**src/sys_defines.svh**
```systemverilog
`ifndef SYS_DEFINES_SVH
`define SYS_DEFINES_SVH

// Bus widths
`define SYS_WORD_BITS 32 // Data word
`define SYS_ADDR_BITS 32 // Byte address

// RAM size as word index bits
`define SYS_RAM_ADDR_BITS 8 // 256 words, index from addr[2] up

// Master slots in request and grant vectors
`define SYS_BUS_DATA 0 // Data side wins ties
`define SYS_BUS_INSN 1 // Instruction side
`define SYS_NUM_MASTERS 2 // Vector width

`endif

```
**src/sys_pkg.sv**
```systemverilog
`default_nettype none
`include "sys_defines.svh"

package sys_pkg;

	typedef logic [`SYS_WORD_BITS-1:0] word_t; // Data word
	typedef logic [`SYS_ADDR_BITS-1:0] addr_t; // Byte address
	typedef logic [`SYS_RAM_ADDR_BITS-1:0] ram_index_t; // RAM word index
	typedef logic [`SYS_NUM_MASTERS-1:0] master_vec_t; // One bit per master

	// Master side of the shared bus, all zero when not granted
	typedef struct packed {
		addr_t addr; // Byte address
		word_t wdata; // Write payload
		logic rd; // Read strobe
		logic wr; // Write strobe
	} bus_cmd_t;

	// Slave side, all zero outside a ready cycle
	typedef struct packed {
		word_t rdata; // Read payload
		logic ready; // One-cycle completion pulse
	} bus_resp_t;

	typedef enum logic [1:0] {
		FETCH_IDLE, // Waiting, hits answered here
		FETCH_REQ, // Bus requested
		FETCH_BUS // Strobe issued, waiting for ready
	} fetch_state_t;

	typedef enum logic [1:0] {
		DATA_IDLE, // No access in flight
		DATA_REQ, // Bus requested
		DATA_BUS // Strobe issued, waiting for ready
	} data_state_t;

	typedef enum logic [1:0] {
		OWN_NONE, // Bus free
		OWN_DATA, // Data port holds bus
		OWN_INSN // Instruction port holds bus
	} owner_t;

endpackage

`default_nettype wire

```
**src/bus_interconnect.sv**
```systemverilog
`timescale 1ns/1ps
`default_nettype none
`include "sys_defines.svh"

module bus_interconnect (
	input wire clk,
	input wire rst,
	input wire sys_pkg::master_vec_t bus_req, // Level per master
	output sys_pkg::master_vec_t bus_ack, // Grant per master
	input wire sys_pkg::bus_cmd_t data_cmd,
	input wire sys_pkg::bus_cmd_t insn_cmd,
	output sys_pkg::bus_cmd_t bus_cmd, // Shared command to slave and snoop
	input wire sys_pkg::bus_resp_t ram_resp,
	output sys_pkg::bus_resp_t bus_resp // Shared response to masters
);

	sys_pkg::owner_t owner_q; // Current bus owner
	sys_pkg::owner_t owner_d;
	logic owner_keep; // Owner still requesting

	always_comb
	begin
		case (owner_q)
			sys_pkg::OWN_DATA: owner_keep = bus_req[`SYS_BUS_DATA];
			sys_pkg::OWN_INSN: owner_keep = bus_req[`SYS_BUS_INSN];
			default: owner_keep = 1'b0;
		endcase
	end

	// Fixed priority, only when the bus is released
	always_comb
	begin
		owner_d = owner_q;
		if (!owner_keep)
		begin
			if (bus_req[`SYS_BUS_DATA])
				owner_d = sys_pkg::OWN_DATA; // Lowest index first
			else if (bus_req[`SYS_BUS_INSN])
				owner_d = sys_pkg::OWN_INSN;
			else
				owner_d = sys_pkg::OWN_NONE;
		end
	end

	always_ff @(posedge clk)
	begin
		if (rst)
			owner_q <= sys_pkg::OWN_NONE;
		else
			owner_q <= owner_d; // Grant shows one cycle after request
	end

	always_comb
	begin
		bus_ack = '0;
		bus_ack[`SYS_BUS_DATA] = (owner_q == sys_pkg::OWN_DATA);
		bus_ack[`SYS_BUS_INSN] = (owner_q == sys_pkg::OWN_INSN);
	end

	// Non-granted master drives zeros, so OR is a mux
	assign bus_cmd = data_cmd | insn_cmd;

	// Single slave, response fans out to both masters
	assign bus_resp = ram_resp;

endmodule

`default_nettype wire

```
**config.mk**
```make
export PLATFORM = sky130hd
export DESIGN_NAME = bus_interconnect
export DESIGN_NICKNAME = d
export VERILOG_FILES = /design/src/sys_pkg.sv /design/src/bus_interconnect.sv
export VERILOG_INCLUDE_DIRS = /design/src
export SDC_FILE = /design/constraint.sdc
export NUM_CORES = 1
export LEC_CHECK = 0
export ABC_AREA = 1
export BUFFER_PORTS_ARGS = -buffer_cell sky130_fd_sc_hd__buf_2
export CORE_AREA = 8 8 99 101
export DETAILED_ROUTE_END_ITERATION = 6
export DIE_AREA = 0 0 107 109
export SLEW_MARGIN = 20
export SYNTH_ARGS = -nofsm -noshare
export SYNTH_HDL_FRONTEND = slang
export SYNTH_SLANG_ARGS = --single-unit
```
**constraint.sdc**
```tcl
create_clock -name clk -period 1.5 [get_ports clk]
set_clock_uncertainty 0.2 [all_clocks]
set_input_delay 0.075 -clock clk [delete_from_list [all_inputs] [get_ports clk]]
set_output_delay 0.075 -clock clk [all_outputs]
set_load 0.02 [all_outputs]
```
# After elaboration in Yosys (flattened, before gate mapping)
# Cells that the tools add are included.
op_classes:
  add_sub_neg: 0
  n_mul: 0
  n_div: 0
  order_cmp: 0
  n_eq_ne: 2
  n_shift: 0
  muxes: 3
  bitwise_logic: 1
  n_reduce_logical: 0
op_table:
  columns: ["cell", "n"]
  rows:
  - ["66-bit bitwise OR", 1]
  - ["2-bit two-way mux", 2]
  - ["2-bit by 1-bit equality test with 1-bit output (second input constant)", 1]
  - ["2-bit equality test (second input constant)", 1]
  - ["1-bit case mux with 2 select lines", 1]
totals:
  reg_bits: 2
  latch_bits: 0
  ram_bits: 0
  rom_bits: 0
  input_bits: 169
  output_inout_bits: 101
  elab_cells: 7
  mem_count: 0

# Depth between registers and ports, before layout
logic_depth:
  word_depth: 2
  ltp_mapped: 7
  mapped_depth_nobuf: 7

# Worst setup path before layout
# Ideal clock, no wire load.
synth_path:
  path_type: "register -> register"
  start: "reg owner_q[0]"
  end: "reg owner_q[0]"
  setup_time_ns: 0.115
  t_arrival_ns: 0.965
  t_required_ns: 1.185
  path_slack_ns: 0.220
  stages_incl_launch_ff: 7
  n_path_buf: 0
  synth_period_minus_slack_ns: 1.280
  cell_sequence: "dfxtp_1 -> inv_1 -> ha_1 -> nand2_2 -> nand2_2 -> a21oi_1 -> nor2_1"
synth_between:
  elab_chain_cells: 2
  word_cells_on_any_way: 3
  cone_classes: "eq/ne (2); mux (1)"
synth_lines:
  columns: ["item", "line", "source"]
  rows:
  - ["start, declared", "bus_interconnect.sv:17", "sys_pkg::owner_t owner_q;"]
  - ["start signal, assigned", "bus_interconnect.sv:48", "owner_q <= sys_pkg::OWN_NONE;"]
  - ["start signal, assigned", "bus_interconnect.sv:50", "owner_q <= owner_d;"]
  - ["2-bit equality test", null, null]
  - ["named net bus_ack[1]", "bus_interconnect.sv:9", "output sys_pkg::master_vec_t bus_ack,"]
  - ["1-bit case mux with 2 select lines", "bus_interconnect.sv:23", "case (owner_q)"]
# The timed path passes the listed nets, and every way through them passes these cells.
# A chain may end at the register's enable or synchronous reset.

# Worst setup path in the final report
layout_path:
  start: "reg owner_q[0]"
  end: "reg owner_q[1]"
layout_between:
  elab_chain_cells: 2
  word_cells_on_any_way: 3
  cone_classes: "eq/ne (2); mux (1)"
layout_lines:
  columns: ["item", "line"]
  rows:
  - ["2-bit equality test / 2-bit by 1-bit equality test with 1-bit output (equally long branches)", "bus_interconnect.sv:23"]
  - ["1-bit case mux with 2 select lines (*)", "bus_interconnect.sv:23"]
# Mark *: on every way between the ends. The rest lies on a longest branch, timed or not.

==> results.cfg <==
[outcome]
status = completed

[global_route]
grt_max_degree = 5
grt_pass1_vias = 1676
track_usage_pct = 9.10
grt_pass1_wl_mm = 8.54
antenna_found_initial = 1
grt_overflow_total = 0

[floorplanning]
start_util_pct = 9.54
die_w_um = 107
io_pins = 270
num_rows = 34
die_area_mm2 = 0.0117
die_y_um = 109
core_mm2 = 0.00838

[worst_hold_path]
hold_path_depth = 5
hp-class = in -> reg
whs_endpoint = owner_q[1]
min-delay-start = bus_req[1]

[sta]
worst_slew_pin_slew_ns = 0.294
tns_ns = 0
fmax_mhz = 752
fin_crit_ns = 1.33
hold_viol = 0
rsz0062_at_grt = no
setup_viol_count_final = 0
holdWs_ns = 0.0459
slew-limit-headroom_pct = 80.4
drv_slew = 0
timing.final.crit_share_pct = 88.7

[flow_run]
maxCapViolCount = 0

[setup_path]
cp_top_family = flip-flops
worstPathCellList = inv_1, ha_1, clkinv_1, a21oi_1, nor2_1
reg2reg_to = owner_q[1]
path_buf_inv = 2
arrival_ns = 1.23
path_max_fanout = 4
worst-setup-path-type = reg -> reg
end_kind = flop
crit_path_max_incr_delay_ns = 0.32
reg2regPathDepth = 5
reg2reg_from = owner_q[0]
crit_slowest_cell = dfxtp_1
start_kind = flop
r2r_slack_ns = 0.17
worst_ep_required_time_ns = 1.40

[yosys]
yosys_warnings = 0
syn_area_per_cell_um2 = 6.66
synth.yosys.seq_area_share_pct = 5.01
syn_inst = 120
ys_types = 11
synth_fp_nets = 291
synth-seq-cells = 2
syn_area_um2 = 800

[place]
hpwl_mm = 5.22
gp_congestion = 0.767
numPortBuffers = 203

[finish]
fillers = 935
nNetsFinal = 501
final_common_cell = buf_2
largest_registers = owner_q (2)
area_growth_pct = 162
largest_reg_flops = 2
diodes = 0
top_register = owner_q
drive_gt1_share_pct = 63.4
mostFrequentLayoutCells = buf_2 (203), or2_1 (66), dlygate4sd3_1 (35), inv_1 (4)

[clocking]
cts_setup_buffers = 0
cts.path.max_buffers = 2
clk_pin_slew_ns = 0.03
numCtsBuffers = 3
cts_root_buffer = clkbuf_8
insertion_delay_ns = 0.22
htree_levels = 1
cts_tree = done
cts_sinks = 2
post_cts_resized = 0

[drt]
routed-via-count = 1514
postRouteAntennaNets = 0
drt_wl_total_mm = 6.38
drtPass1Iterations = 2
wl_per_cell_um = 14.6
via_per_inst = 3.47
route.detailed.drc = 0
drtIter0Drc = 32

[power]
p_per_area_mw_per_mm2 = 428
irDropWorstVdd_mv = 0.709
p_leak_nw = 1.11
==> synthesized netlist by cell type <==
master / instances / area share, %
or2_1: 66 / 52
buf_4: 33 / 31
inv_1: 4 / 1.9
nand2_1: 3 / 1.4
nor2_1: 3 / 1.4
a21oi_1: 2 / 1.3
dfxtp_1: 2 / 5.0
ha_1: 2 / 3.1
nand2_2: 2 / 1.6
nand3_1: 2 / 1.3
clkinv_1: 1 / 0.47
==> per-layer routing <==
metal	wire length, um	track usage (%)	vias to the layer above
li1	-	-	743
met1	1980	8.27	635
met2	3480	18.0	128
met3	844	3.49	6
met4	65	3.02	2
met5	13	0	-
==> worst min-delay path, cell delays in order <==
cell and delay, ns:
buf_2 0.10, inv_1 0.04, nor2_1 0.07, a21oi_1 0.05, nor2_1 0.08
==> report_power, final <==
group,internal (mW),total [mW],switching [mW],leakage (nW)
clock network,0.170,0.218,0.0481,0.0216
registers,0.0573,0.0592,0.00189,0.0166
logic,0.297,0.620,0.323,1.07
total,0.524,0.897,0.373,1.11
==> area by class of cell <==
class / instances / area [um2] / area share, %
Clock buffer: 3 / 41.3 / 1.97
Inverter: 5 / 18.8 / 0.896
Multi-Input combinational cell: 80 / 493 / 23.5
Sequential cell: 2 / 40.0 / 1.91
Tap cell: 108 / 135 / 6.45
Timing Repair Buffer: 238 / 1370 / 65.2
==> worst max path at each step <==
| stage | startpoint | cells after the start | slack (ns) | end |
|---|---|---|---|---|
| floorplan | owner_q[0] | 6 | 0.22 | owner_q[0] |
| global placement | owner_q[0] | 5 | 0.27 | owner_q[1] |
| detailed placement | owner_q[0] | 5 | 0.17 | owner_q[1] |
| CTS | owner_q[0] | 5 | 0.15 | owner_q[1] |
| global route | owner_q[0] | 5 | 0.08 | owner_q[1] |
| finish | owner_q[0] | 5 | 0.17 | owner_q[1] |
==> stage by stage <==
step           instance area [um2]  total power, mW  util, %  instances  setup WS [ns]
2_1_floorplan                  800            0.403        -        120          0.220
3_3_place_gp                  1700            0.530     20.3        398          0.266
3_5_place_dp                  1700            0.537     20.3        398          0.165
4_1_cts                       2090            0.911     25.0        436          0.155
5_1_grt                       2090            0.955     25.0        436         0.0806
6_report                      2090            0.897     25.0        436          0.170
==> cells by family after synthesis <==
kind of cell / share of synthesized area, %
flops: 5.01
buf+inv: 33.3
compound gates: 1.25
fa+ha+maj: 3.13
simple gates: 57.3
==> repair_timing <==
item                                    4_1_cts  5_1_grt
endpoints found under the setup margin        0        0
hold endpoints to repair                     35        0
hold buffers                                 35        0
Power figures use the tool's default switching activity.
