<file path="src/sys_defines.svh">
`ifndef SYS_DEFINES_SVH
`define SYS_DEFINES_SVH

// Bus widths
`define SYS_WORD_BITS 32 // Data word
`define SYS_ADDR_BITS 32 // Byte address

// RAM size as word index bits
`define SYS_RAM_ADDR_BITS 8 // 256 words, index from addr[2] up

// Master slots in request and grant vectors
`define SYS_BUS_DATA 0 // Data side wins ties
`define SYS_BUS_INSN 1 // Instruction side
`define SYS_NUM_MASTERS 2 // Vector width

`endif

</file>
<file path="src/sys_pkg.sv">
`default_nettype none
`include "sys_defines.svh"

package sys_pkg;

	typedef logic [`SYS_WORD_BITS-1:0] word_t; // Data word
	typedef logic [`SYS_ADDR_BITS-1:0] addr_t; // Byte address
	typedef logic [`SYS_RAM_ADDR_BITS-1:0] ram_index_t; // RAM word index
	typedef logic [`SYS_NUM_MASTERS-1:0] master_vec_t; // One bit per master

	// Master side of the shared bus, all zero when not granted
	typedef struct packed {
		addr_t addr; // Byte address
		word_t wdata; // Write payload
		logic rd; // Read strobe
		logic wr; // Write strobe
	} bus_cmd_t;

	// Slave side, all zero outside a ready cycle
	typedef struct packed {
		word_t rdata; // Read payload
		logic ready; // One-cycle completion pulse
	} bus_resp_t;

	typedef enum logic [1:0] {
		FETCH_IDLE, // Waiting, hits answered here
		FETCH_REQ, // Bus requested
		FETCH_BUS // Strobe issued, waiting for ready
	} fetch_state_t;

	typedef enum logic [1:0] {
		DATA_IDLE, // No access in flight
		DATA_REQ, // Bus requested
		DATA_BUS // Strobe issued, waiting for ready
	} data_state_t;

	typedef enum logic [1:0] {
		OWN_NONE, // Bus free
		OWN_DATA, // Data port holds bus
		OWN_INSN // Instruction port holds bus
	} owner_t;

endpackage

`default_nettype wire

</file>
<file path="src/data_port.sv">
`timescale 1ns/1ps
`default_nettype none

module data_port (
	input wire clk,
	input wire rst,
	input wire dc_rd_req, // At most one of rd/wr high
	input wire dc_wr_req,
	input wire sys_pkg::addr_t dc_addr,
	input wire sys_pkg::word_t dc_wr_data,
	output logic dc_rw_wait,
	output sys_pkg::word_t dc_rd_data,
	output logic bus_req,
	input wire bus_ack,
	output sys_pkg::bus_cmd_t bus_cmd,
	input wire sys_pkg::bus_resp_t bus_resp
);

	sys_pkg::data_state_t state_q; // FSM state
	sys_pkg::addr_t addr_q; // Latched access address
	sys_pkg::word_t wdata_q; // Latched write data
	logic wr_q; // Access is a write
	logic start; // New access accepted
	logic done; // Ready for our access

	assign start = (state_q == sys_pkg::DATA_IDLE) && (dc_rd_req || dc_wr_req);
	assign done = (state_q == sys_pkg::DATA_BUS) && bus_resp.ready;

	assign dc_rw_wait = (dc_rd_req || dc_wr_req) && !done; // Low when idle
	assign dc_rd_data = bus_resp.rdata; // Straight from slave, good when done
	assign bus_req = (state_q != sys_pkg::DATA_IDLE);

	always_comb
	begin
		bus_cmd = '0; // Zero keeps OR merge clean
		if ((state_q == sys_pkg::DATA_REQ) && bus_ack)
		begin
			bus_cmd.addr = addr_q;
			bus_cmd.wdata = wr_q ? wdata_q : '0;
			bus_cmd.rd = !wr_q;
			bus_cmd.wr = wr_q;
		end
	end

	always_ff @(posedge clk)
	begin
		if (rst)
			state_q <= sys_pkg::DATA_IDLE;
		else
		begin
			case (state_q)
				sys_pkg::DATA_IDLE:
					if (start)
						state_q <= sys_pkg::DATA_REQ;
				sys_pkg::DATA_REQ:
					if (bus_ack)
						state_q <= sys_pkg::DATA_BUS; // Strobe issued
				sys_pkg::DATA_BUS:
					if (bus_resp.ready)
						state_q <= sys_pkg::DATA_IDLE; // Request drops next cycle
				default:
					state_q <= sys_pkg::DATA_IDLE;
			endcase
		end
	end

	// Access capture
	always_ff @(posedge clk)
	begin
		if (start)
		begin
			addr_q <= dc_addr;
			wdata_q <= dc_wr_data;
			wr_q <= dc_wr_req;
		end
	end

endmodule

`default_nettype wire

</file>
<file path="config.mk">
export PLATFORM = sky130hd
export DESIGN_NAME = data_port
export DESIGN_NICKNAME = d
export VERILOG_FILES = /design/src/sys_pkg.sv /design/src/data_port.sv
export VERILOG_INCLUDE_DIRS = /design/src
export SDC_FILE = /design/constraint.sdc
export NUM_CORES = 1
export LEC_CHECK = 0
export BUFFER_PORTS_ARGS = -buffer_cell sky130_fd_sc_hd__buf_4
export CORE_ASPECT_RATIO = 1.1
export CORE_UTILIZATION = 37
export DETAILED_ROUTE_END_ITERATION = 7
export PLACE_DENSITY_LB_ADDON = 0.12
export SLEW_MARGIN = 25
export SYNTH_ARGS = -nofsm -noshare
export SYNTH_HDL_FRONTEND = slang
export SYNTH_SLANG_ARGS = --single-unit
</file>
<file path="constraint.sdc">
create_clock -name clk -period 3.6 [get_ports clk]
set_input_delay 0.36 -clock clk [delete_from_list [all_inputs] [get_ports clk]]
set_output_delay 0.36 -clock clk [all_outputs]
set_load 0.01 [all_outputs]
</file>
# Yosys cells after proc, flatten, opt, wreduce, memory -nomap -nowiden
# Index checks and enable logic that the tools add are counted.
[totals] regBits=67 elab_cells=25 inputBits=102 out_inout_bits=100
[classes] n_mux=6 n_reduce_logical=10 eq_ne=5
[op_table] operator="66-bit two-way mux" n=1
[op_table] operator="32-bit two-way mux" n=1
[op_table] operator="2-bit two-way mux" n=3
[op_table] operator="2-bit inequality test (second input constant)" n=3
[op_table] operator="2-bit case mux with 3 select lines" n=1
[op_table] operator="1-bit logical AND" n=4
[op_table] operator="3-bit AND reduction" n=1
[op_table] operator="2-bit by 1-bit equality test with 1-bit output (second input constant)" n=1
[op_table] operator="2-bit equality test (second input constant)" n=1
[op_table] operator="1-bit logical NOT" n=2
[op_table] operator="2-bit logical NOT" n=1
[op_table] operator="2-bit nonzero test" n=1
[op_table] operator="1-bit logical OR" n=1

# Logic depth before layout (Yosys ltp)
# Gate-level depths: netlist (run 1).
[logic_depth] depth_word=4 ltp_mapped=4 mapped_depth_nobuf=2

# Worst setup path before layout (run 1)
# Ideal clock, no wire load.
[synth_timing] path_type="flip-flop to flip-flop" startpoint="register state_q[1]" endpoint="register addr_q[0] (enable)" arrival_ps=3405 stages_incl_launch_ff=3 t_required_ps=3111 path_buffers=0 period_less_slack_ps=3894 slack_ps=-294 setup_ps=489 cell_sequence="dfxtp_1 -> or2_2 -> nor2_1"
[synth_via] elab_chain_cells=2
[synth_lines] element="start: declaration" line_no="data_port.sv:19" text="sys_pkg::data_state_t state_q;"
[synth_lines] element="start signal: assignment" line_no="data_port.sv:48" text="state_q <= sys_pkg::DATA_IDLE;"
[synth_lines] element="start signal: assignment" line_no="data_port.sv:54" text="state_q <= sys_pkg::DATA_REQ;"
[synth_lines] element="start signal: assignment" line_no="data_port.sv:57" text="state_q <= sys_pkg::DATA_BUS;"
[synth_lines] element="2-bit logical NOT" line_no="data_port.sv:26" text="assign start = (state_q == sys_pkg::DATA_IDLE) && (dc_rd_req || dc_wr_req);"
[synth_lines] element="1-bit logical AND" line_no="data_port.sv:26"
[synth_lines] element="net start" line_no="data_port.sv:23" text="logic start;"
[synth_lines] element="end signal: assignment" line_no="data_port.sv:72" text="addr_q <= dc_addr;"
[synth_lines] element="end: declaration" line_no="data_port.sv:20" text="sys_pkg::addr_t addr_q;"
# The timed path passes the listed nets, and every way through them passes these cells.
# A chain may end at the register's enable or synchronous reset.

==> impl_metrics.csv, run 1 <==
group,metric,value,unit
placed_design,portBuffers,137,
worst_setup_path,crit_path_start_kind,"register",
routing,first_iter_violations,38,
worst_hold_path,hold_class,"in2reg",
placed_design,routabilityCongestion,0.7533,
sta,min_period,2038,ps
sta,rsz0062_at_grt,"false",
cts,cts-resized-gates,0,
cells_and_area,synthToLayoutAreaGrowth,37.42,%
synth,synth_cells,182,
worst_setup_path,critPathCaptureType,"primary output",
global_routing,globalRoute.busiestLayer,"met2",
cells_and_area,drive_above_1_share,0.6128,
placed_design,dpl.hpwl,3.937,mm
worst_setup_path,slowest_delay,590,ps
synth,ys_warn_count,0,
floorplan,initial_core_util,0.3826,
sta,finalSetupViolations,0,
sta,maxSlewViolCount,0,
cts,cts_buffers,9,
global_routing,grt_max_degree,66,
worst_setup_path,reg2reg_from,"state_q[1]",
power,pwr_density_cell,465.2,nW/µm²
global_routing,met1_usage,0.1475,
sta,skew,6.659,ps
power,ir_drop,0.0003576,V
cts,path_clk_slew,70,ps
synth,seq_area_frac_synth,0.6967,
global_routing,antenna_found_initial,0,
cts,post_cts_buffers,0,
cells_and_area,antenna_cells,0,
global_routing,grt_pass1_vias,1625,
synth,synth.distinct_cells,19,
floorplan,pin_count,202,
cells_and_area,final_cell_mix,"buf_4, edfxtp_1, and2_1",
worst_setup_path,crit_path_max_fanout,35,
worst_setup_path,required,3240,ps
global_routing,globalRoute.totalOverflow,0,
cells_and_area,regArea,1992,µm²
cts,cts.sinks,67,
routing,route.detailed.drc,0,
global_routing,track_usage,0.1358,
cells_and_area,final_common_cell,"buf_4",
worst_setup_path,cp_slowest_cell,"and3b_2",
synth,synth_area_per_cell,15.71,µm²
global_routing,grt.met3_usage,0.1037,
synth,yosys.area.top_type,"edfxtp_1",
routing,ant_nets,0,
global_routing,grtUsageMet2,0.1867,
flow_run,maxCapViolCount,0,
worst_setup_path,path_cells,"and3b_2 -> and3_1 -> buf_4",
synth,syn_nets,284,
floorplan,core-area,7473,µm²
cts,insertion_delay,340,ps
synth,yosysTopAreaCellShare,0.6827,
cts,ctsHoldBuffers,0,
cts,cts_tree,"done",
cells_and_area,fin_nets,394,
routing,wirelength,5.573,mm
global_routing,grt_pass1_wl,8.045,mm
sta,fin_tns_setup,0,ps
placed_design,post-place-cells,386,
worst_hold_path,min_from,"dc_wr_data[28]",
worst_setup_path,critPathKind,"reg2out",
worst_setup_path,crit_arrival,1680,ps
synth,synth_seq_cells,67,
cts,htreeDepth,3,
synth,netlist_area,2859,µm²
sta,hold_viol,0,
status,outcome,"finished clean",
routing,wl_per_cell,13.86,µm
cells_and_area,multi_input_area,549.3,µm²
sta,worst_pin_slew,836.4,ps
floorplan,dieArea,8083,µm²
floorplan,die_height,94.20,µm
power,p_leak,1.718,nW
worst_hold_path,holdPathStages,1,
cells_and_area,n_fill_cell,659,
routing,drt_first_pass_iters,4,
worst_setup_path,rrSetupSlack,1740,ps
sta,fmax,490.6,MHz
worst_hold_path,holdPathEnd,"wdata_q[28]",
routing,viasPerCell,4.219,
worst_setup_path,ff2ff_path_depth,3,
routing,vias,1696,
worst_setup_path,r2r-end,"wdata_q[31]",
cts,root_buffer,"clkbuf_8",
cts,cts_max_path_buffers,2,
cells_and_area,stdcell_count,402,
sta,fin_crit_sh,0.5662,
floorplan,rows,33,
synth,synth_area_leaders,"edfxtp_1, and2_1, buf_4",
floorplan,dieWidth,85.81,µm
sta,slew-limit-headroom,0.4424,
critical path, delay by kind of cell (launching register included):
family                 cells  cell delay [ps]
and+or+nand+nor            2              820
buffers and inverters      1              120
DFF                        1              410
synthesized netlist by cell type:
library cell,count
or2_2,1
buf_8,1
and2_4,24
buf_6,6
buf_4,32
inv_1,1
nor2_1,2
and3_1,1
dfxtp_1,2
and3b_1,1
o21ba_2,1
nor2b_1,1
edfxtp_1,65
a31oi_1,1
and4b_4,1
a211o_1,1
a21oi_1,1
nor3b_1,1
and2_1,39
cells by family after synthesis:
group / count (synthesis) / share of synthesized area
simple gates: 71 / 0.1786
flops: 67 / 0.6967
buf+inv: 40 / 0.1142
compound gates: 4 / 0.01050
metal layers:
layer,wire length [µm],vias up
met5,0,-
met2,2410,133
met3,939,11
met1,2098,745
met4,125,0
li1,-,807
registers in the layout, indices dropped and copies added (netlist names):
| register | cells |
|---|---|
| wdata_q | 32 |
| addr_q | 32 |
| wr_q | 1 |
| state_q | 2 |
report_power, final:
| part | internal (mW) | total (mW) | switching [mW] | leakage (nW) |
|---|---|---|---|---|
| logic | 0.114 | 0.206 | 0.0925 | 0.965 |
| clock network | 0.387 | 0.660 | 0.274 | 0.103 |
| registers | 0.945 | 0.961 | 0.0161 | 0.649 |
| total | 1.45 | 1.83 | 0.382 | 1.72 |
cell type report:
type,count,share of cell area
sequential,67,0.5070
clock inverter,7,0.02357
clock buffer,9,0.03153
multi-input combinational,75,0.1398
tap,105,0.03344
inverter,1,0.0009554
timing repair buffer,138,0.2637
worst max-delay path by stage:
| stage | startpoint | to | cells after the start |
|---|---|---|---|
| after floorplan | state_q[1] | addr_q[0] | 2 |
| after global placement | bus_ack | bus_cmd[41] | 4 |
| after detailed placement | state_q[1] | wdata_q[4] | 3 |
| after CTS | state_q[0] | bus_cmd[41] | 3 |
| after global routing | state_q[0] | bus_cmd[1] | 3 |
| final | state_q[0] | bus_cmd[33] | 3 |
through the flow:
stage	power, mW	instance area [µm²]	setup WS, ps	utilization	hold slack (ps)
floorplan	1.109	2861	795.5	-	458.9
global placement	1.185	3711	1466	0.4966	511.2
detailed placement	1.189	3712	1757	0.4967	522.7
CTS	1.861	3929	1509	0.5257	169.1
global route	1.908	3929	1407	0.5257	171.6
finish	1.828	3929	1562	0.5257	193.7
No activity file was read; power rests on OpenSTA's default activity.
==> run 2, diff against run 1 <==
==> constraint.sdc (replaced) <==
create_clock -name clk -period 1.7 [get_ports clk]
set_input_delay 0.17 -clock clk [delete_from_list [all_inputs] [get_ports clk]]
set_output_delay 0.17 -clock clk [all_outputs]
set_load 0.01 [all_outputs]
==> impl_metrics.csv, run 2 (synthesis results as in run 1) <==
group,metric,value,unit
worst_setup_path,cp_slowest_cell,"edfxtp_1",
worst_setup_path,critPathKind,"reg2out",
worst_setup_path,required,1530,ps
placed_design,routabilityCongestion,0.6628,
floorplan,core-area,7473,µm²
sta,maxSlewViolCount,0,
cells_and_area,antenna_cells,0,
placed_design,dpl_cell_area,3762,µm²
sta,fin_crit_sh,0.9770,
cells_and_area,multi_input_area,569.3,µm²
worst_setup_path,rrSetupSlack,230,ps
routing,first_iter_violations,51,
worst_setup_path,crit_arrival,1490,ps
floorplan,initial_core_util,0.3826,
worst_setup_path,r2r-end,"wdata_q[9]",
sta,slew-limit-headroom,0.7854,
routing,wl_per_cell,14.09,µm
cts,post_cts_buffers,0,
cells_and_area,synthToLayoutAreaGrowth,58.73,%
placed_design,pre_cts_ws,273.4,ps
worst_hold_path,hold_class,"in2reg",
flow_run,maxCapViolCount,0,
power,power,3.997,mW
worst_setup_path,ff2ff_path_depth,3,
cts,path_clk_slew,70,ps
sta,fin_ws,39.13,ps
placed_design,portBuffers,137,
cells_and_area,n_fill_cell,599,
sta,fmax,602.1,MHz
sta,min_period,1661,ps
global_routing,grt_pass1_vias,2047,
routing,wirelength,6.480,mm
placed_design,post-place-cells,389,
power,p_leak,1.975,nW
cells_and_area,final_common_cell,"buf_4",
sta,skew,3.193,ps
sta,rsz0062_at_grt,"true",
sta,hold_viol,0,
cts,root_buffer,"clkbuf_8",
cells_and_area,largest_registers,"addr_q (32), wdata_q (32), state_q (2)",
cells_and_area,fin_nets,452,
worst_setup_path,crit_path_start_kind,"register",
status,outcome,"finished clean",
floorplan,dieArea,8083,µm²
global_routing,antenna_found_initial,0,
routing,viasPerCell,4.270,
cts,cts.sinks,67,
floorplan,die_height,94.20,µm
global_routing,grt_max_degree,32,
power,ir_drop,0.0004425,V
sta,finalSetupViolations,0,
routing,ant_nets,0,
routing,route.detailed.drc,0,
cells_and_area,stdcell_count,460,
routing,drt_first_pass_iters,4,
floorplan,rows,33,
global_routing,globalRoute.totalOverflow,0,
floorplan,pin_count,202,
power,pwr_density_cell,880.7,nW/µm²
global_routing,grt_pass1_wl,9.701,mm
worst_setup_path,cp-startpoint,"wr_q",
cells_and_area,regArea,1994,µm²
cells_and_area,design_area,4538,µm²
global_routing,track_usage,0.1619,
cts,cts_buffers,9,
cts,cts_tree,"done",
worst_setup_path,crit_path_max_fanout,16,
worst_setup_path,worstSetupEndpoint,"bus_cmd[31]",
cells_and_area,final_cell_mix,"buf_4, edfxtp_1, dlygate4sd3_1",
cts,cts_max_path_buffers,2,
floorplan,dieWidth,85.81,µm
cts,htreeDepth,3,
worst_setup_path,slowest_delay,460,ps
cells_and_area,drive_above_1_share,0.5268,
worst_setup_path,reg2reg_from,"state_q[0]",
routing,vias,1964,
worst_setup_path,critPathCaptureType,"primary output",
cts,insertion_delay,320,ps
worst_setup_path,path_cells,"and4b_4 -> and2_1 -> buf_4",
sta,worst_pin_slew,321.2,ps
[run 2: cell count changes in the layout (fill, tap and decap cells not counted), moves of 2 or more]
| cell | delta |
|---|---|
| and2_1 | -2 |
| buf_6 | +2 |
| and2_4 | +2 |
| dlygate4sd3_1 | +54 |
| buf_12 | +2 |
| dfxtp_1 | -2 |
| dfxtp_2 | +2 |
[run 2: repair_timing]
item                                    in CTS  in global routing
endpoints found under the setup margin      31                 17
gates cloned                                 1                  0
endpoints found under the hold margin       54                  0
gates resized for setup                      2                  4
hold buffers                                54                  0
[run 2: how the worst min path moves through the flow]
stage / from / endpoint / slack [ps] / depth (start not counted)
3_5_place_dp: bus_resp[23] / dc_rd_data[22] / 340 / 0
4_1_cts: dc_wr_data[26] / wdata_q[26] / 0.01 / 1
6_report: dc_wr_data[4] / wdata_q[4] / 20 / 1
3_3_place_gp: bus_resp[23] / dc_rd_data[22] / 340 / 0
5_1_grt: dc_wr_data[26] / wdata_q[26] / 0.7 / 1
2_1_floorplan: dc_addr[0] / addr_q[0] / 270 / 0
[run 2: critical path, delay by kind of cell (launching register included)]
family / cells / cell delay (ps)
AND/OR/NAND/NOR: 2 / 590
buffers and inverters: 1 / 120
flip-flops: 1 / 460
[run 2: area by class of cell]
type	instances	share of cell area
Clock buffer	10	0.02812
Clock inverter	6	0.01765
Inverter	1	0.0008271
Multi-Input combinational cell	76	0.1254
Sequential cell	67	0.4395
Tap cell	105	0.02895
Timing Repair Buffer	195	0.3595
[run 2: layer usage]
layer  GRT usage  wire [µm]
met3     0.07469        688
met5           0          0
met2      0.2607       3137
met1      0.1760       2496
met4     0.09167        157
[run 2: through the flow]
step                hold WS, ps  setup TNS (ps)    util
floorplan                 268.9          -17700       -
global placement          340.1               0  0.5034
detailed placement        340.1               0  0.5034
CTS                     0.01013               0  0.6056
global route             0.6685          -234.3  0.6072
finish                    19.59               0  0.6072
[run 2: report_power, final]
part / switching [mW] / total, mW / leakage, nW / internal [mW]
registers: 0.0402 / 2.04 / 0.650 / 2.00
logic: 0.228 / 0.580 / 1.22 / 0.351
clock network: 0.565 / 1.38 / 0.101 / 0.814
total: 0.833 / 4.00 / 1.98 / 3.16
