**config.mk**
```make
export PLATFORM = sky130hd
export DESIGN_NAME = ifetch_port
export DESIGN_NICKNAME = d
export VERILOG_FILES = /design/src/sys_pkg.sv /design/src/ifetch_port.sv
export VERILOG_INCLUDE_DIRS = /design/src
export SDC_FILE = /design/constraint.sdc
export NUM_CORES = 1
export LEC_CHECK = 0
export ABC_CLOCK_PERIOD_IN_PS = 5800
export BUFFER_PORTS_ARGS = -buffer_cell sky130_fd_sc_hd__clkbuf_2
export CORE_MARGIN = 3
export CORE_UTILIZATION = 40
export CTS_CLUSTER_SIZE = 8
export DETAILED_ROUTE_END_ITERATION = 7
export PLACE_DENSITY_LB_ADDON = 0.05
export SYNTH_ARGS = -nofsm -noshare
export SYNTH_HDL_FRONTEND = slang
export SYNTH_SLANG_ARGS = --single-unit
```
**constraint.sdc**
```tcl
create_clock -name clk -period 5.8 [get_ports clk]
set_input_delay 0.58 -clock clk [delete_from_list [all_inputs] [get_ports clk]]
set_output_delay 0.58 -clock clk [all_outputs]
set_load 0.02 [all_outputs]
```
**src/sys_defines.svh**
```systemverilog
`ifndef SYS_DEFINES_SVH
`define SYS_DEFINES_SVH

// Bus widths
`define SYS_WORD_BITS 32 // Data word
`define SYS_ADDR_BITS 32 // Byte address

// RAM size as word index bits
`define SYS_RAM_ADDR_BITS 8 // 256 words, index from addr[2] up

// Master slots in request and grant vectors
`define SYS_BUS_DATA 0 // Data side wins ties
`define SYS_BUS_INSN 1 // Instruction side
`define SYS_NUM_MASTERS 2 // Vector width

`endif

```
**src/sys_pkg.sv**
```systemverilog
`default_nettype none
`include "sys_defines.svh"

package sys_pkg;

	typedef logic [`SYS_WORD_BITS-1:0] word_t; // Data word
	typedef logic [`SYS_ADDR_BITS-1:0] addr_t; // Byte address
	typedef logic [`SYS_RAM_ADDR_BITS-1:0] ram_index_t; // RAM word index
	typedef logic [`SYS_NUM_MASTERS-1:0] master_vec_t; // One bit per master

	// Master side of the shared bus, all zero when not granted
	typedef struct packed {
		addr_t addr; // Byte address
		word_t wdata; // Write payload
		logic rd; // Read strobe
		logic wr; // Write strobe
	} bus_cmd_t;

	// Slave side, all zero outside a ready cycle
	typedef struct packed {
		word_t rdata; // Read payload
		logic ready; // One-cycle completion pulse
	} bus_resp_t;

	typedef enum logic [1:0] {
		FETCH_IDLE, // Waiting, hits answered here
		FETCH_REQ, // Bus requested
		FETCH_BUS // Strobe issued, waiting for ready
	} fetch_state_t;

	typedef enum logic [1:0] {
		DATA_IDLE, // No access in flight
		DATA_REQ, // Bus requested
		DATA_BUS // Strobe issued, waiting for ready
	} data_state_t;

	typedef enum logic [1:0] {
		OWN_NONE, // Bus free
		OWN_DATA, // Data port holds bus
		OWN_INSN // Instruction port holds bus
	} owner_t;

endpackage

`default_nettype wire

```
**src/ifetch_port.sv**
```systemverilog
`timescale 1ns/1ps
`default_nettype none
`include "sys_defines.svh"

module ifetch_port (
	input wire clk,
	input wire rst,
	input wire ic_rd_req, // Held until wait drops
	input wire sys_pkg::addr_t ic_rd_addr,
	output logic ic_rd_wait,
	output sys_pkg::word_t ic_rd_data,
	output logic bus_req,
	input wire bus_ack,
	output sys_pkg::bus_cmd_t bus_cmd,
	input wire sys_pkg::bus_cmd_t bus_snoop, // Merged bus command, watched for writes
	input wire sys_pkg::bus_resp_t bus_resp
);

	sys_pkg::fetch_state_t state_q; // FSM state
	sys_pkg::addr_t tag_q; // Address of buffered word
	sys_pkg::word_t data_q; // Buffered instruction
	logic valid_q; // Buffer holds a good copy
	logic hit; // Request served from buffer
	logic done; // Bus fetch completes this cycle
	logic snoop_hit; // Bus write to buffered word

	// Word compare, byte offset ignored
	assign hit = ic_rd_req && valid_q
		&& (ic_rd_addr[`SYS_ADDR_BITS-1:2] == tag_q[`SYS_ADDR_BITS-1:2]);
	assign snoop_hit = bus_snoop.wr
		&& (bus_snoop.addr[`SYS_ADDR_BITS-1:2] == tag_q[`SYS_ADDR_BITS-1:2]);
	assign done = (state_q == sys_pkg::FETCH_BUS) && bus_resp.ready;

	assign ic_rd_wait = ic_rd_req && !hit && !done; // Low on hit or ready
	assign ic_rd_data = done ? bus_resp.rdata : data_q; // Bus word bypasses buffer
	assign bus_req = (state_q != sys_pkg::FETCH_IDLE); // Held through ready cycle

	always_comb
	begin
		bus_cmd = '0; // Silent unless granted
		if ((state_q == sys_pkg::FETCH_REQ) && bus_ack)
		begin
			bus_cmd.addr = tag_q; // Missed address
			bus_cmd.rd = 1'b1; // Single strobe cycle
		end
	end

	always_ff @(posedge clk)
	begin
		if (rst)
		begin
			state_q <= sys_pkg::FETCH_IDLE;
			valid_q <= 1'b0; // Buffer starts empty
		end
		else
		begin
			case (state_q)
				sys_pkg::FETCH_IDLE:
					if (ic_rd_req && !hit)
					begin
						state_q <= sys_pkg::FETCH_REQ; // Miss
						valid_q <= 1'b0; // Tag about to change
					end
				sys_pkg::FETCH_REQ:
					if (bus_ack)
						state_q <= sys_pkg::FETCH_BUS; // Strobe went out
				sys_pkg::FETCH_BUS:
					if (bus_resp.ready)
					begin
						state_q <= sys_pkg::FETCH_IDLE;
						valid_q <= 1'b1; // Refilled
					end
				default:
					state_q <= sys_pkg::FETCH_IDLE;
			endcase
			if (snoop_hit)
				valid_q <= 1'b0; // Stale copy dropped
		end
	end

	// Buffer payload
	always_ff @(posedge clk)
	begin
		if ((state_q == sys_pkg::FETCH_IDLE) && ic_rd_req && !hit)
			tag_q <= ic_rd_addr; // Tag also serves as fetch address
		if (done)
			data_q <= bus_resp.rdata;
	end

endmodule

`default_nettype wire

```
======== After elaboration in Yosys (flattened, before gate mapping) ========
Cells that the tools add are included.
word-level totals
  word-level logic and storage cells ...... 38
  flip-flop bits (word level) ............. 67
cells by class
  muxes and demuxes ....................... 10
  eq/ne operators ......................... 7
  reductions and logical operators ........ 17
operator list
  operator                                                               number
  32-bit two-way mux                                                     2
  30-bit equality test                                                   2
  1-bit logical AND                                                      9
  2-bit two-way mux                                                      3
  2-bit inequality test, second input constant                           3
  2-bit one-hot mux with 3 select lines                                  1
  3-bit AND reduction                                                    2
  2-bit nonzero test                                                     2
  1-bit two-way mux                                                      3
  2-bit by 1-bit equality test with 1-bit output, second input constant  1
  2-bit equality test, second input constant                             1
  1-bit zero test                                                        2
  2-bit zero test                                                        1
  1-bit one-hot mux with 2 select lines                                  1
  2-bit OR reduction                                                     1

======== Logic depth before layout (Yosys ltp) ========
Gate-level depths: netlist of the first run.
  depth in word-level cells ............... 6
  depth in mapped cells ................... 5

======== Worst setup path before layout of the first run ========
OpenSTA, ideal clock, no wires.
  kind .................................... input to register
  start ................................... input port ic_rd_addr[8]
  end ..................................... register tag_q[0], enable pin
  stages on the path ...................... 5
  required time ........................... 5379 ps
  slack ................................... 3045 ps
  arrival time ............................ 2334 ps
  path buffers ............................ 0
  cells stage by stage .................... xor2_1 > nor4_1 > nand4_1 > o21ai_2 > nor2_1
between the ends
  longest elaborated chain between the ends .. 4
RTL lines
  what                    line               text
  start: declaration      ifetch_port.sv:9   input wire sys_pkg::addr_t ic_rd_addr,
  30-bit equality test    ifetch_port.sv:29  && (ic_rd_addr[`SYS_ADDR_BITS-1:2] == tag_q[`SYS_ADDR_BITS-1:2]);
  1-bit logical AND       ifetch_port.sv:28  assign hit = ic_rd_req && valid_q
  1-bit zero test         ifetch_port.sv:84  if ((state_q == sys_pkg::FETCH_IDLE) && ic_rd_req && !hit)
  1-bit logical AND       ifetch_port.sv:84
  end signal: assignment  ifetch_port.sv:85  tag_q <= ic_rd_addr;
  end: declaration        ifetch_port.sv:20  sys_pkg::addr_t tag_q;
Every way passes these cells.
A chain may end at the register's enable or synchronous reset.

======== Worst setup path after layout of the first run ========
  start ................................... register state_q[0]
  end ..................................... output port ic_rd_data[28]
between the ends
  longest elaborated chain between the ends .. 3
RTL lines
  what                      line               text
  start: declaration        ifetch_port.sv:19  sys_pkg::fetch_state_t state_q;
  start signal: assignment  ifetch_port.sv:52  state_q <= sys_pkg::FETCH_IDLE;
  start signal: assignment  ifetch_port.sv:61  state_q <= sys_pkg::FETCH_REQ;
  start signal: assignment  ifetch_port.sv:66  state_q <= sys_pkg::FETCH_BUS;
  2-bit equality test       ifetch_port.sv:32  assign done = (state_q == sys_pkg::FETCH_BUS) && bus_resp.ready;
  1-bit logical AND         ifetch_port.sv:32
  32-bit two-way mux        n/a
  end: declaration          ifetch_port.sv:11  output sys_pkg::word_t ic_rd_data,
Every way passes these cells.

==> results of run 1 <==
==> flip-flops by register name, indices dropped and copies added (netlist names) <==
register / cells
valid_q: 1
tag_q: 32
state_q: 2
data_q: 32
==> cell usage in the layout (no fill, tap or decap) <==
cell / instances
clkbuf_2: 166
dfxtp_1: 35
conb_1: 33
mux2_2: 32
edfxtp_1: 32
and2_1: 31
xor2_1: 30
xnor2_1: 30
clkbuf_8: 10
nor4_1: 9
nand4_1: 9
clkinv_2: 3
nor2b_1: 2
nor2_1: 2
and3b_1: 1
or2_2: 1
and2_2: 1
nand3b_2: 1
inv_1: 1
nor3_1: 1
o21ai_2: 1
nor2_4: 1
nor3b_1: 1
nand3_1: 1
a221oi_1: 1
o21a_1: 1
nand2b_1: 1
o21ai_0: 1
a211oi_1: 1
clkbuf_1: 1
clkbuf_16: 1
inv_4: 1
==> layer usage <==
layer | up-vias | GRT usage
met5 | - | 0
met4 | 0 | 0.0699
met3 | 12 | 0.0758
met2 | 129 | 0.254
met1 | 1068 | 0.178
li1 | 1189 | -
==> stage by stage <==
step	worst slack (ns)	total power, mW	hold slack (ns)
floorplan	3.04	0.915	0.456
global placement	3.17	1.04	0.454
detailed placement	3.16	1.04	0.459
CTS	3.00	1.41	0.405
global route	2.90	1.48	0.394
finish	3.06	1.39	0.421
==> power breakdown <==
group          total, mW  leakage (nW)  switching [mW]  internal, mW
clock              0.363         0.102           0.172         0.191
combinational      0.404          1.30           0.238         0.165
sequential         0.624         0.600          0.0312         0.593
==> layout make-up <==
cell class                      instances  area, µm²  share of cell area
Tap cell                              102        128              0.0300
Clock buffer                           12        166              0.0391
Inverter                                1       3.75            0.000882
Multi-Input combinational cell        192       1440               0.339
Clock inverter                          4       21.3             0.00500
Timing Repair Buffer                  166        831               0.195
Sequential cell                        67       1660               0.391
==> logic make-up after synthesis <==
logic type | count (synthesis) | synth area share
flip-flops | 67 | 0.511
AND/OR/NAND/NOR | 62 | 0.119
XOR/XNOR | 60 | 0.161
buffers and inverters | 40 | 0.0853
multiplexers | 32 | 0.111
AO/OA/AOI/OAI | 5 | 0.0115
other | 1 | 0.00115
==> synth_stat cells <==
cell,number
a211oi_1,1
a221oi_1,1
and2_1,31
and2_2,1
and3b_1,1
buf_2,3
buf_4,33
clkbuf_1,3
conb_1,1
dfxtp_1,35
edfxtp_1,32
inv_1,1
mux2_2,32
nand2b_1,1
nand3_1,1
nand3b_2,1
nand4_1,9
nor2_1,3
nor2b_1,2
nor3_1,1
nor3b_1,1
nor4_1,9
o21a_1,1
o21ai_0,1
o21ai_2,1
or2_2,1
xnor2_1,30
xor2_1,30
==> how the worst min path moves through the flow <==
stage | startpoint | to | slack (ns)
after CTS | ic_rd_addr[0] | tag_q[0]$_DFFE_PP_ | 0.40
final | ic_rd_addr[1] | tag_q[1]$_DFFE_PP_ | 0.42
after floorplan | state_q[1]$_SDFFE_PP0P_ | state_q[0]$_SDFFE_PP0P_ | 0.46
after detailed placement | data_q[0]$_DFF_P_ | data_q[0]$_DFF_P_ | 0.46
after global placement | data_q[18]$_DFF_P_ | data_q[18]$_DFF_P_ | 0.45
after global routing | ic_rd_addr[1] | tag_q[1]$_DFFE_PP_ | 0.39
==> flow_summary.ini, run 1 <==
[outcome]
outcome = completed

[timing]
final_max_slew_viol_count = 0
worstMarginPinSlew_ns = 1.06
rsz0062_at_grt = false
post-route-period-util = 0.473
tns_ns = 0
max_freq_mhz = 365
final.min_clock_period_ns = 2.74
hold_viol_final = 0
final-setup-viol-count = 0
clock_skew_ns = 0.00773
relSlewSlack = 0.290

[routing]
dr.max_layer_used = met4
wl_mm = 7.43
drtIter0Drc = 45
first_pass_iters = 4
drc = 0
postRouteAntennaNets = 0
wl_met3_um = 932
wl_per_cell_um = 13.7
wl_met2_mm = 3.43
route.vias.total = 2398
met1Wirelength_mm = 2.93
routed_via_density = 4.41

[synth]
yosysTopAreaCellShare = 0.295
synth-seq-area-share = 0.511
syn_inst = 267
synth_warnings = 0
ys_top_cells_by_area = edfxtp_1 30%, dfxtp_1 22%, mux2_2 11%, xnor2_1 8.1%, xor2_1 8.1%
ys_ff_latch = 67
avgSynthCellArea_um2 = 12.2
ys_types = 28
synth_largest_area_cell = edfxtp_1
synth_area_um2 = 3250

[global_routing]
grt_usage = 0.158
grt-ovfl-total = 0
antenna_found_initial = 0
grt_pass1_vias = 2311
grt_max_degree = 35
grt_first_pass_wirelength_mm = 10.8

[worst_setup_path]
reg2reg_from = tag_q[18]$_DFFE_PP_
cp.buffers_inverters = 1
worstSetupPathType = reg -> out
rr_worst_depth = 5
slowest_delay_ns = 0.76
required_ns = 5.22
ff2ff_setup_slack_ns = 3.64
crit_chain = nand3b_2 -> mux2_2 -> clkbuf_2
r2r_end = tag_q[16]$_DFFE_PP_
end_kind = output pin
setup.worst_path.start_class = flop
path_max_fanout = 34
critPathSlowestCell = nand3b_2
critical_path_depth = 3
worstPathArrival_ns = 2.16
critPathTopFamily = simple AND/OR/NAND/NOR gates
crit_path_start = state_q[0]$_SDFFE_PP0P_
crit_end = ic_rd_data[28]

[min_path]
worstHoldPathCells = 1
hold_path.class = in -> reg

[floorplanning]
die-area_um2 = 9250
chipWidth_um = 96.2
io_pins = 235
fp.coreArea_um2 = 7810
fp-row-count = 32
start_util = 0.417
chipHeight_um = 96.2

[flow_run]
cap_violations = 0

[finish]
nets = 572
fin_area_um2 = 4250
finalNonFillerCells = 544
postLayoutCoreUtil = 0.545
fillCellCount = 746
drive_gt1_frac = 0.493
antennaDiodeCount = 0
areaGrowthSynthToFinish_pct = 30.7

[placement]
placed_cell_area_um2 = 4070
placedCellCount = 528
io_buffers = 166
gp_congestion = 0.752
dp_hpwl_mm = 5.96

[clock_tree]
post-cts-setup-buffers = 0
cts_buffers = 9
clock_path_buffers = 2
cts-root-buf = clkbuf_8
postCtsResizedCells = 0
clk_latency_ns = 0.33
cts_tree = done
clkSinkCount = 67
postCtsHoldBufs = 0
clk_pin_slew_ns = 0.07
htreeDepth = 3

[power]
ir_drop_mv = 0.229
p_leak_nw = 2.01
p_per_area_nw_per_um2 = 327
No activity file was read; power rests on OpenSTA's default activity.
==> run 2: changes to the inputs <==
--- a/config.mk
+++ b/config.mk
@@ -6,10 +6,10 @@
 export SDC_FILE = /design/constraint.sdc
 export NUM_CORES = 1
 export LEC_CHECK = 0
-export ABC_CLOCK_PERIOD_IN_PS = 5800
+export ABC_CLOCK_PERIOD_IN_PS = 2200
 export BUFFER_PORTS_ARGS = -buffer_cell sky130_fd_sc_hd__clkbuf_2
 export CORE_MARGIN = 3
-export CORE_UTILIZATION = 40
+export CORE_UTILIZATION = 37
 export CTS_CLUSTER_SIZE = 8
 export DETAILED_ROUTE_END_ITERATION = 7
 export PLACE_DENSITY_LB_ADDON = 0.05
==> constraint.sdc (replaced) <==
create_clock -name clk -period 2.2 [get_ports clk]
set_input_delay 0.22 -clock clk [delete_from_list [all_inputs] [get_ports clk]]
set_output_delay 0.22 -clock clk [all_outputs]
set_load 0.02 [all_outputs]
==> run 2 against run 1 <==
Effect of this change:
- the flow now finishes with violations (setup timing)
- register-to-register slack got worse by 3.3 ns
- global-route usage fell by 0.64 points
- worst setup slack lost 3.1 ns
- sequential power rose to 2.6 times the previous value
- flip-flop and latch count unchanged
- final cell count grew 4.8%
- count of clock-buffer cells in the layout fell by 1
- combinational power rose to 2.8 times the previous value
- utilization is 0.75 points lower
==> flow_summary.ini, run 2 (synthesized netlist as in run 1, its figures left out) <==
[outcome]
outcome = complete, but fails checks
violations = setup timing

[placement]
dp_hpwl_mm = 6.02
io_buffers = 166
gp_congestion = 0.711
pre_cts_slack_ns = 0.0853

[floorplanning]
chipWidth_um = 99.8
fp.coreArea_um2 = 8380
fp-row-count = 33
chipHeight_um = 99.8
die-area_um2 = 9960
start_util = 0.388
io_pins = 235

[finish]
nets = 595
drive_gt1_frac = 0.529
final_common_cell = clkbuf_2
postLayoutCoreUtil = 0.537
fillCellCount = 780
largestRegisters = data_q x32, tag_q x32, state_q x2
antennaDiodeCount = 0
areaGrowthSynthToFinish_pct = 38.4
final_cell_mix = 165 x clkbuf_2, 35 x dfxtp_1, 33 x conb_1

[timing]
clock_skew_ns = 0.00932
rsz0062_at_grt = true
max_freq_mhz = 452
final_max_slew_viol_count = 0
post-route-period-util = 1.01
finalWorstSetupSlack_ns = -0.0126
hold_viol_final = 0
relSlewSlack = 0.666
worstMarginPinSlew_ns = 0.500
hold_ws_ns = 0.0563
final.min_clock_period_ns = 2.21
tns_ns = -0.0126
final-setup-viol-count = 1

[routing]
first_pass_iters = 4
postRouteAntennaNets = 0
route.vias.total = 2493
wl_per_cell_um = 13.3
drtIter0Drc = 46
drc = 0
wl_mm = 7.58
routed_via_density = 4.37

[global_routing]
antenna_found_initial = 0
grt_usage = 0.152
grt_first_pass_wirelength_mm = 11.8
grt_pass1_vias = 2473
grt-ovfl-total = 0
grt_max_degree = 33

[worst_setup_path]
setup.worst_path.start_class = flop
critPathTopFamily = simple AND/OR/NAND/NOR gates
rr_worst_depth = 6
worstSetupPathType = reg -> out
slowest_delay_ns = 0.41
crit_chain = xor2_1 -> nor4_2 -> nand4_1 -> o21ai_2 -> buf_4 -> nor2b_1 -> clkbuf_4
cp.buffers_inverters = 2
end_kind = output pin
required_ns = 1.98
critical_path_depth = 7
worstPathArrival_ns = 1.99
critPathSlowestCell = edfxtp_1
path_max_fanout = 2

[power]
finalPower_mw = 3.83
p_per_area_nw_per_um2 = 850
ir_drop_mv = 0.642
p_leak_nw = 2.13

[clock_tree]
clk_pin_slew_ns = 0.08
htreeDepth = 3
postCtsHoldBufs = 0
clkSinkCount = 67
clk_latency_ns = 0.33
cts_tree = done
clock_path_buffers = 2
cts-root-buf = clkbuf_8
cts_buffers = 9

[min_path]
worstHoldPathCells = 1
hold_path.class = in -> reg

[flow_run]
cap_violations = 0
## run 2: changes by cell type in the layout (fill, tap and decap cells not counted)
cell,previous run,this run
buf_4,0,21
nor4_1,9,4
nor4_2,0,5
clkinv_2,3,1
clkinv_4,0,2
buf_12,0,1
bufinv_16,0,1
clkbuf_2,166,165
clkbuf_4,0,1
clkbuf_8,10,9
nor2_4,1,2
## run 2: final cells by class
| type | count | area (µm²) | area share |
|---|---|---|---|
| clock inverter | 5 | 58.8 | 0.0131 |
| multi-input combinational | 193 | 1490 | 0.330 |
| sequential | 67 | 1660 | 0.369 |
| tap | 105 | 131 | 0.0292 |
| timing repair buffer | 188 | 1010 | 0.224 |
| clock buffer | 11 | 153 | 0.0339 |
| inverter | 1 | 3.75 | 0.000833 |
## run 2: what timing repair did
item / in CTS / in global routing
endpoints found under the hold margin: 0 / 0
resized for setup: 5 / 2
buffers inserted: 12 / 0
cloned: 0 / 1
endpoints found under the setup margin: 1 / 33
pin swaps: 14 / 1
## run 2: path summary, 6_finish.rpt
| kind | start | to | slack [ns] |
|---|---|---|---|
| max | tag_q[30]$_DFFE_PP_ | ic_rd_wait | -0.01 |
| min | ic_rd_addr[0] | tag_q[0]$_DFFE_PP_ | 0.06 |
| min reg2reg | data_q[14]$_DFF_P_ | data_q[14]$_DFF_P_ | 0.47 |
| max reg2reg | tag_q[2]$_DFFE_PP_ | tag_q[19]$_DFFE_PP_ | 0.31 |
## run 2: power by group
part | switching, mW | internal, mW | total, mW
Clock | 0.478 | 0.596 | 1.07
Combinational | 0.650 | 0.467 | 1.12
Sequential | 0.0751 | 1.56 | 1.64
## run 2: through the flow
| step | instance area [µm²] | std cells |
|---|---|---|
| floorplan | 3380 | 299 |
| global placement | 4160 | 541 |
| detailed placement | 4160 | 541 |
| CTS | 4490 | 569 |
| global route | 4500 | 570 |
| finish | 4500 | 570 |
## run 2: layer usage
metal	wire, µm	up-vias	global-route usage
met1	3010	1125	0.182
met2	3590	123	0.247
met3	867	9	0.0577
met5	0	-	0
met4	104	0	0.0578
li1	-	1236	-
==> run 3: changes to the inputs <==
--- a/config.mk
+++ b/config.mk
@@ -6,13 +6,14 @@
 export SDC_FILE = /design/constraint.sdc
 export NUM_CORES = 1
 export LEC_CHECK = 0
-export ABC_CLOCK_PERIOD_IN_PS = 2200
+export ABC_CLOCK_PERIOD_IN_PS = 2500
 export BUFFER_PORTS_ARGS = -buffer_cell sky130_fd_sc_hd__clkbuf_2
 export CORE_MARGIN = 3
-export CORE_UTILIZATION = 37
+export CORE_UTILIZATION = 40
 export CTS_CLUSTER_SIZE = 8
 export DETAILED_ROUTE_END_ITERATION = 7
 export PLACE_DENSITY_LB_ADDON = 0.05
+export REMOVE_ABC_BUFFERS = 1
 export SYNTH_ARGS = -nofsm -noshare
 export SYNTH_HDL_FRONTEND = slang
 export SYNTH_SLANG_ARGS = --single-unit
==> constraint.sdc (replaced) <==
create_clock -name clk -period 2.5 [get_ports clk]
set_input_delay 0.25 -clock clk [delete_from_list [all_inputs] [get_ports clk]]
set_output_delay 0.25 -clock clk [all_outputs]
set_load 0.02 [all_outputs]
==> run 3 against run 2 <==
Effect of this change:
- the flow now finishes without violations
- global-route usage grew 0.45 points
- register-to-register slack improved by 0.17 ns
- final area shrank 3.8%
- clock skew down 0.0011 ns
- first-iteration DRC count increased by 13%
- utilization rose by 1.7 points
- via count is 3.7% lower
- critical path depth fell by 1
- non-clock buffer count is 18 lower
- power shrank 13%
- sequential share of layout area grew 1.5 points
- hold slack better by 0.038 ns
- critical path type unchanged
- critical endpoint unchanged
- largest power group unchanged
==> flow_summary.ini, run 3 (synthesized netlist as in run 1, its figures left out) <==
[floorplanning]
start_util = 0.417
chipHeight_um = 96.2
die-area_um2 = 9250
chipWidth_um = 96.2
io_pins = 235
fp.coreArea_um2 = 7810
fp-row-count = 32

[placement]
dp_hpwl_mm = 6.03
io_buffers = 166
gp_congestion = 0.796

[routing]
drtIter0Drc = 52
wl_per_cell_um = 13.5
met1Wirelength_mm = 2.92
routed_via_density = 4.38
route.vias.total = 2402
drc = 0
wl_mm = 7.37
wl_met2_mm = 3.45
first_pass_iters = 4
wl_met3_um = 895
postRouteAntennaNets = 0
dr.max_layer_used = met4

[clock_tree]
cts_tree = done
cts_buffers = 9
clock_path_buffers = 2
htreeDepth = 3
postCtsResizedCells = 0
clkSinkCount = 67
post-cts-setup-buffers = 0
clk_pin_slew_ns = 0.07
clk_latency_ns = 0.33
postCtsHoldBufs = 0
cts-root-buf = clkbuf_8

[worst_setup_path]
required_ns = 2.25
path_max_fanout = 3
setup.worst_path.start_class = flop
reg2reg_from = tag_q[9]$_DFFE_PP_
worstPathArrival_ns = 2.04
ff2ff_setup_slack_ns = 0.48
r2r_end = tag_q[29]$_DFFE_PP_
rr_worst_depth = 6
end_kind = output pin
worstSetupPathType = reg -> out

[timing]
max_freq_mhz = 436
rsz0062_at_grt = false
final_max_slew_viol_count = 0
final.min_clock_period_ns = 2.29
tns_ns = 0
post-route-period-util = 0.917
final-setup-viol-count = 0
hold_ws_ns = 0.0947
hold_viol_final = 0
clock_skew_ns = 0.00819

[power]
p_seq_frac = 0.434
switchingPower_mw = 1.03
switching_share = 0.309
clock_power_share = 0.281
p_leak_nw = 2.04
ir_drop_mv = 0.528
intPower_mw = 2.30
power_frac_comb = 0.285
p_per_area_nw_per_um2 = 769

[finish]
nets = 576
postLayoutCoreUtil = 0.555
largestRegisters = data_q x32, tag_q x32, state_q x2
drive_gt1_frac = 0.500
antennaDiodeCount = 0
areaGrowthSynthToFinish_pct = 33.1
final_cell_mix = 166 x clkbuf_2, 35 x dfxtp_1, 33 x conb_1
final_common_cell = clkbuf_2

[min_path]
hold_path.class = in -> reg
worstHoldPathCells = 1
hp-start = ic_rd_addr[0]
holdPathEnd = tag_q[0]$_DFFE_PP_

[global_routing]
grt-ovfl-total = 0
grt_max_degree = 33
grt_usage = 0.156
grt_pass1_vias = 2271
antenna_found_initial = 0
grt_first_pass_wirelength_mm = 10.8

[flow_run]
cap_violations = 0

[outcome]
outcome = completed
-- run 3: final cells by class --
type,count,area (µm²)
Fill cell,737,3480
Sequential cell,67,1660
Multi-Input combinational cell,192,1450
Timing Repair Buffer,170,873
Clock buffer,14,205
Tap cell,102,128
Clock inverter,2,11.3
Inverter,1,3.75
-- run 3: metrics by stage --
| stage | instance area, µm² | power (mW) | setup slack (ns) | instances |
|---|---|---|---|---|
| after floorplan | 3100 | 2.08 | -0.114 | 260 |
| after global placement | 4110 | 2.41 | 0.417 | 532 |
| after detailed placement | 4110 | 2.43 | 0.412 | 532 |
| after CTS | 4330 | 3.37 | 0.106 | 548 |
| after global routing | 4330 | 3.51 | 0.0504 | 548 |
| final | 4330 | 3.33 | 0.207 | 548 |
-- run 3: critical path: stages (launching register included) --
cell and delay (ns):
edfxtp_1 0.45, xor2_1 0.19, nor4_1 0.35, nand4_1 0.22
o21ai_2 0.26, nor2b_1 0.08, clkbuf_2 0.17
-- run 3: worst max-delay path by stage --
| stage | startpoint | to |
|---|---|---|
| final | tag_q[9]$_DFFE_PP_ | ic_rd_wait |
| after global routing | tag_q[10]$_DFFE_PP_ | ic_rd_wait |
| after CTS | tag_q[14]$_DFFE_PP_ | ic_rd_wait |
| after detailed placement | tag_q[14]$_DFFE_PP_ | tag_q[14]$_DFFE_PP_ |
| after global placement | tag_q[14]$_DFFE_PP_ | tag_q[12]$_DFFE_PP_ |
| after floorplan | tag_q[8]$_DFFE_PP_ | tag_q[0]$_DFFE_PP_ |
-- run 3: power groups by stage --
stage,logic (mW),registers [mW],clock network (mW)
after global placement,0.947,1.46,0
after floorplan,0.629,1.45,0
after CTS,0.958,1.45,0.964
final,0.948,1.45,0.936
after global routing,1.03,1.46,1.01
after detailed placement,0.954,1.47,0
-- run 3: layer usage --
metal / GRT usage / vias up
li1: - / 1197
met5: 0 / -
met3: 0.0751 / 9
met4: 0.0581 / 0
met1: 0.179 / 1072
met2: 0.252 / 124
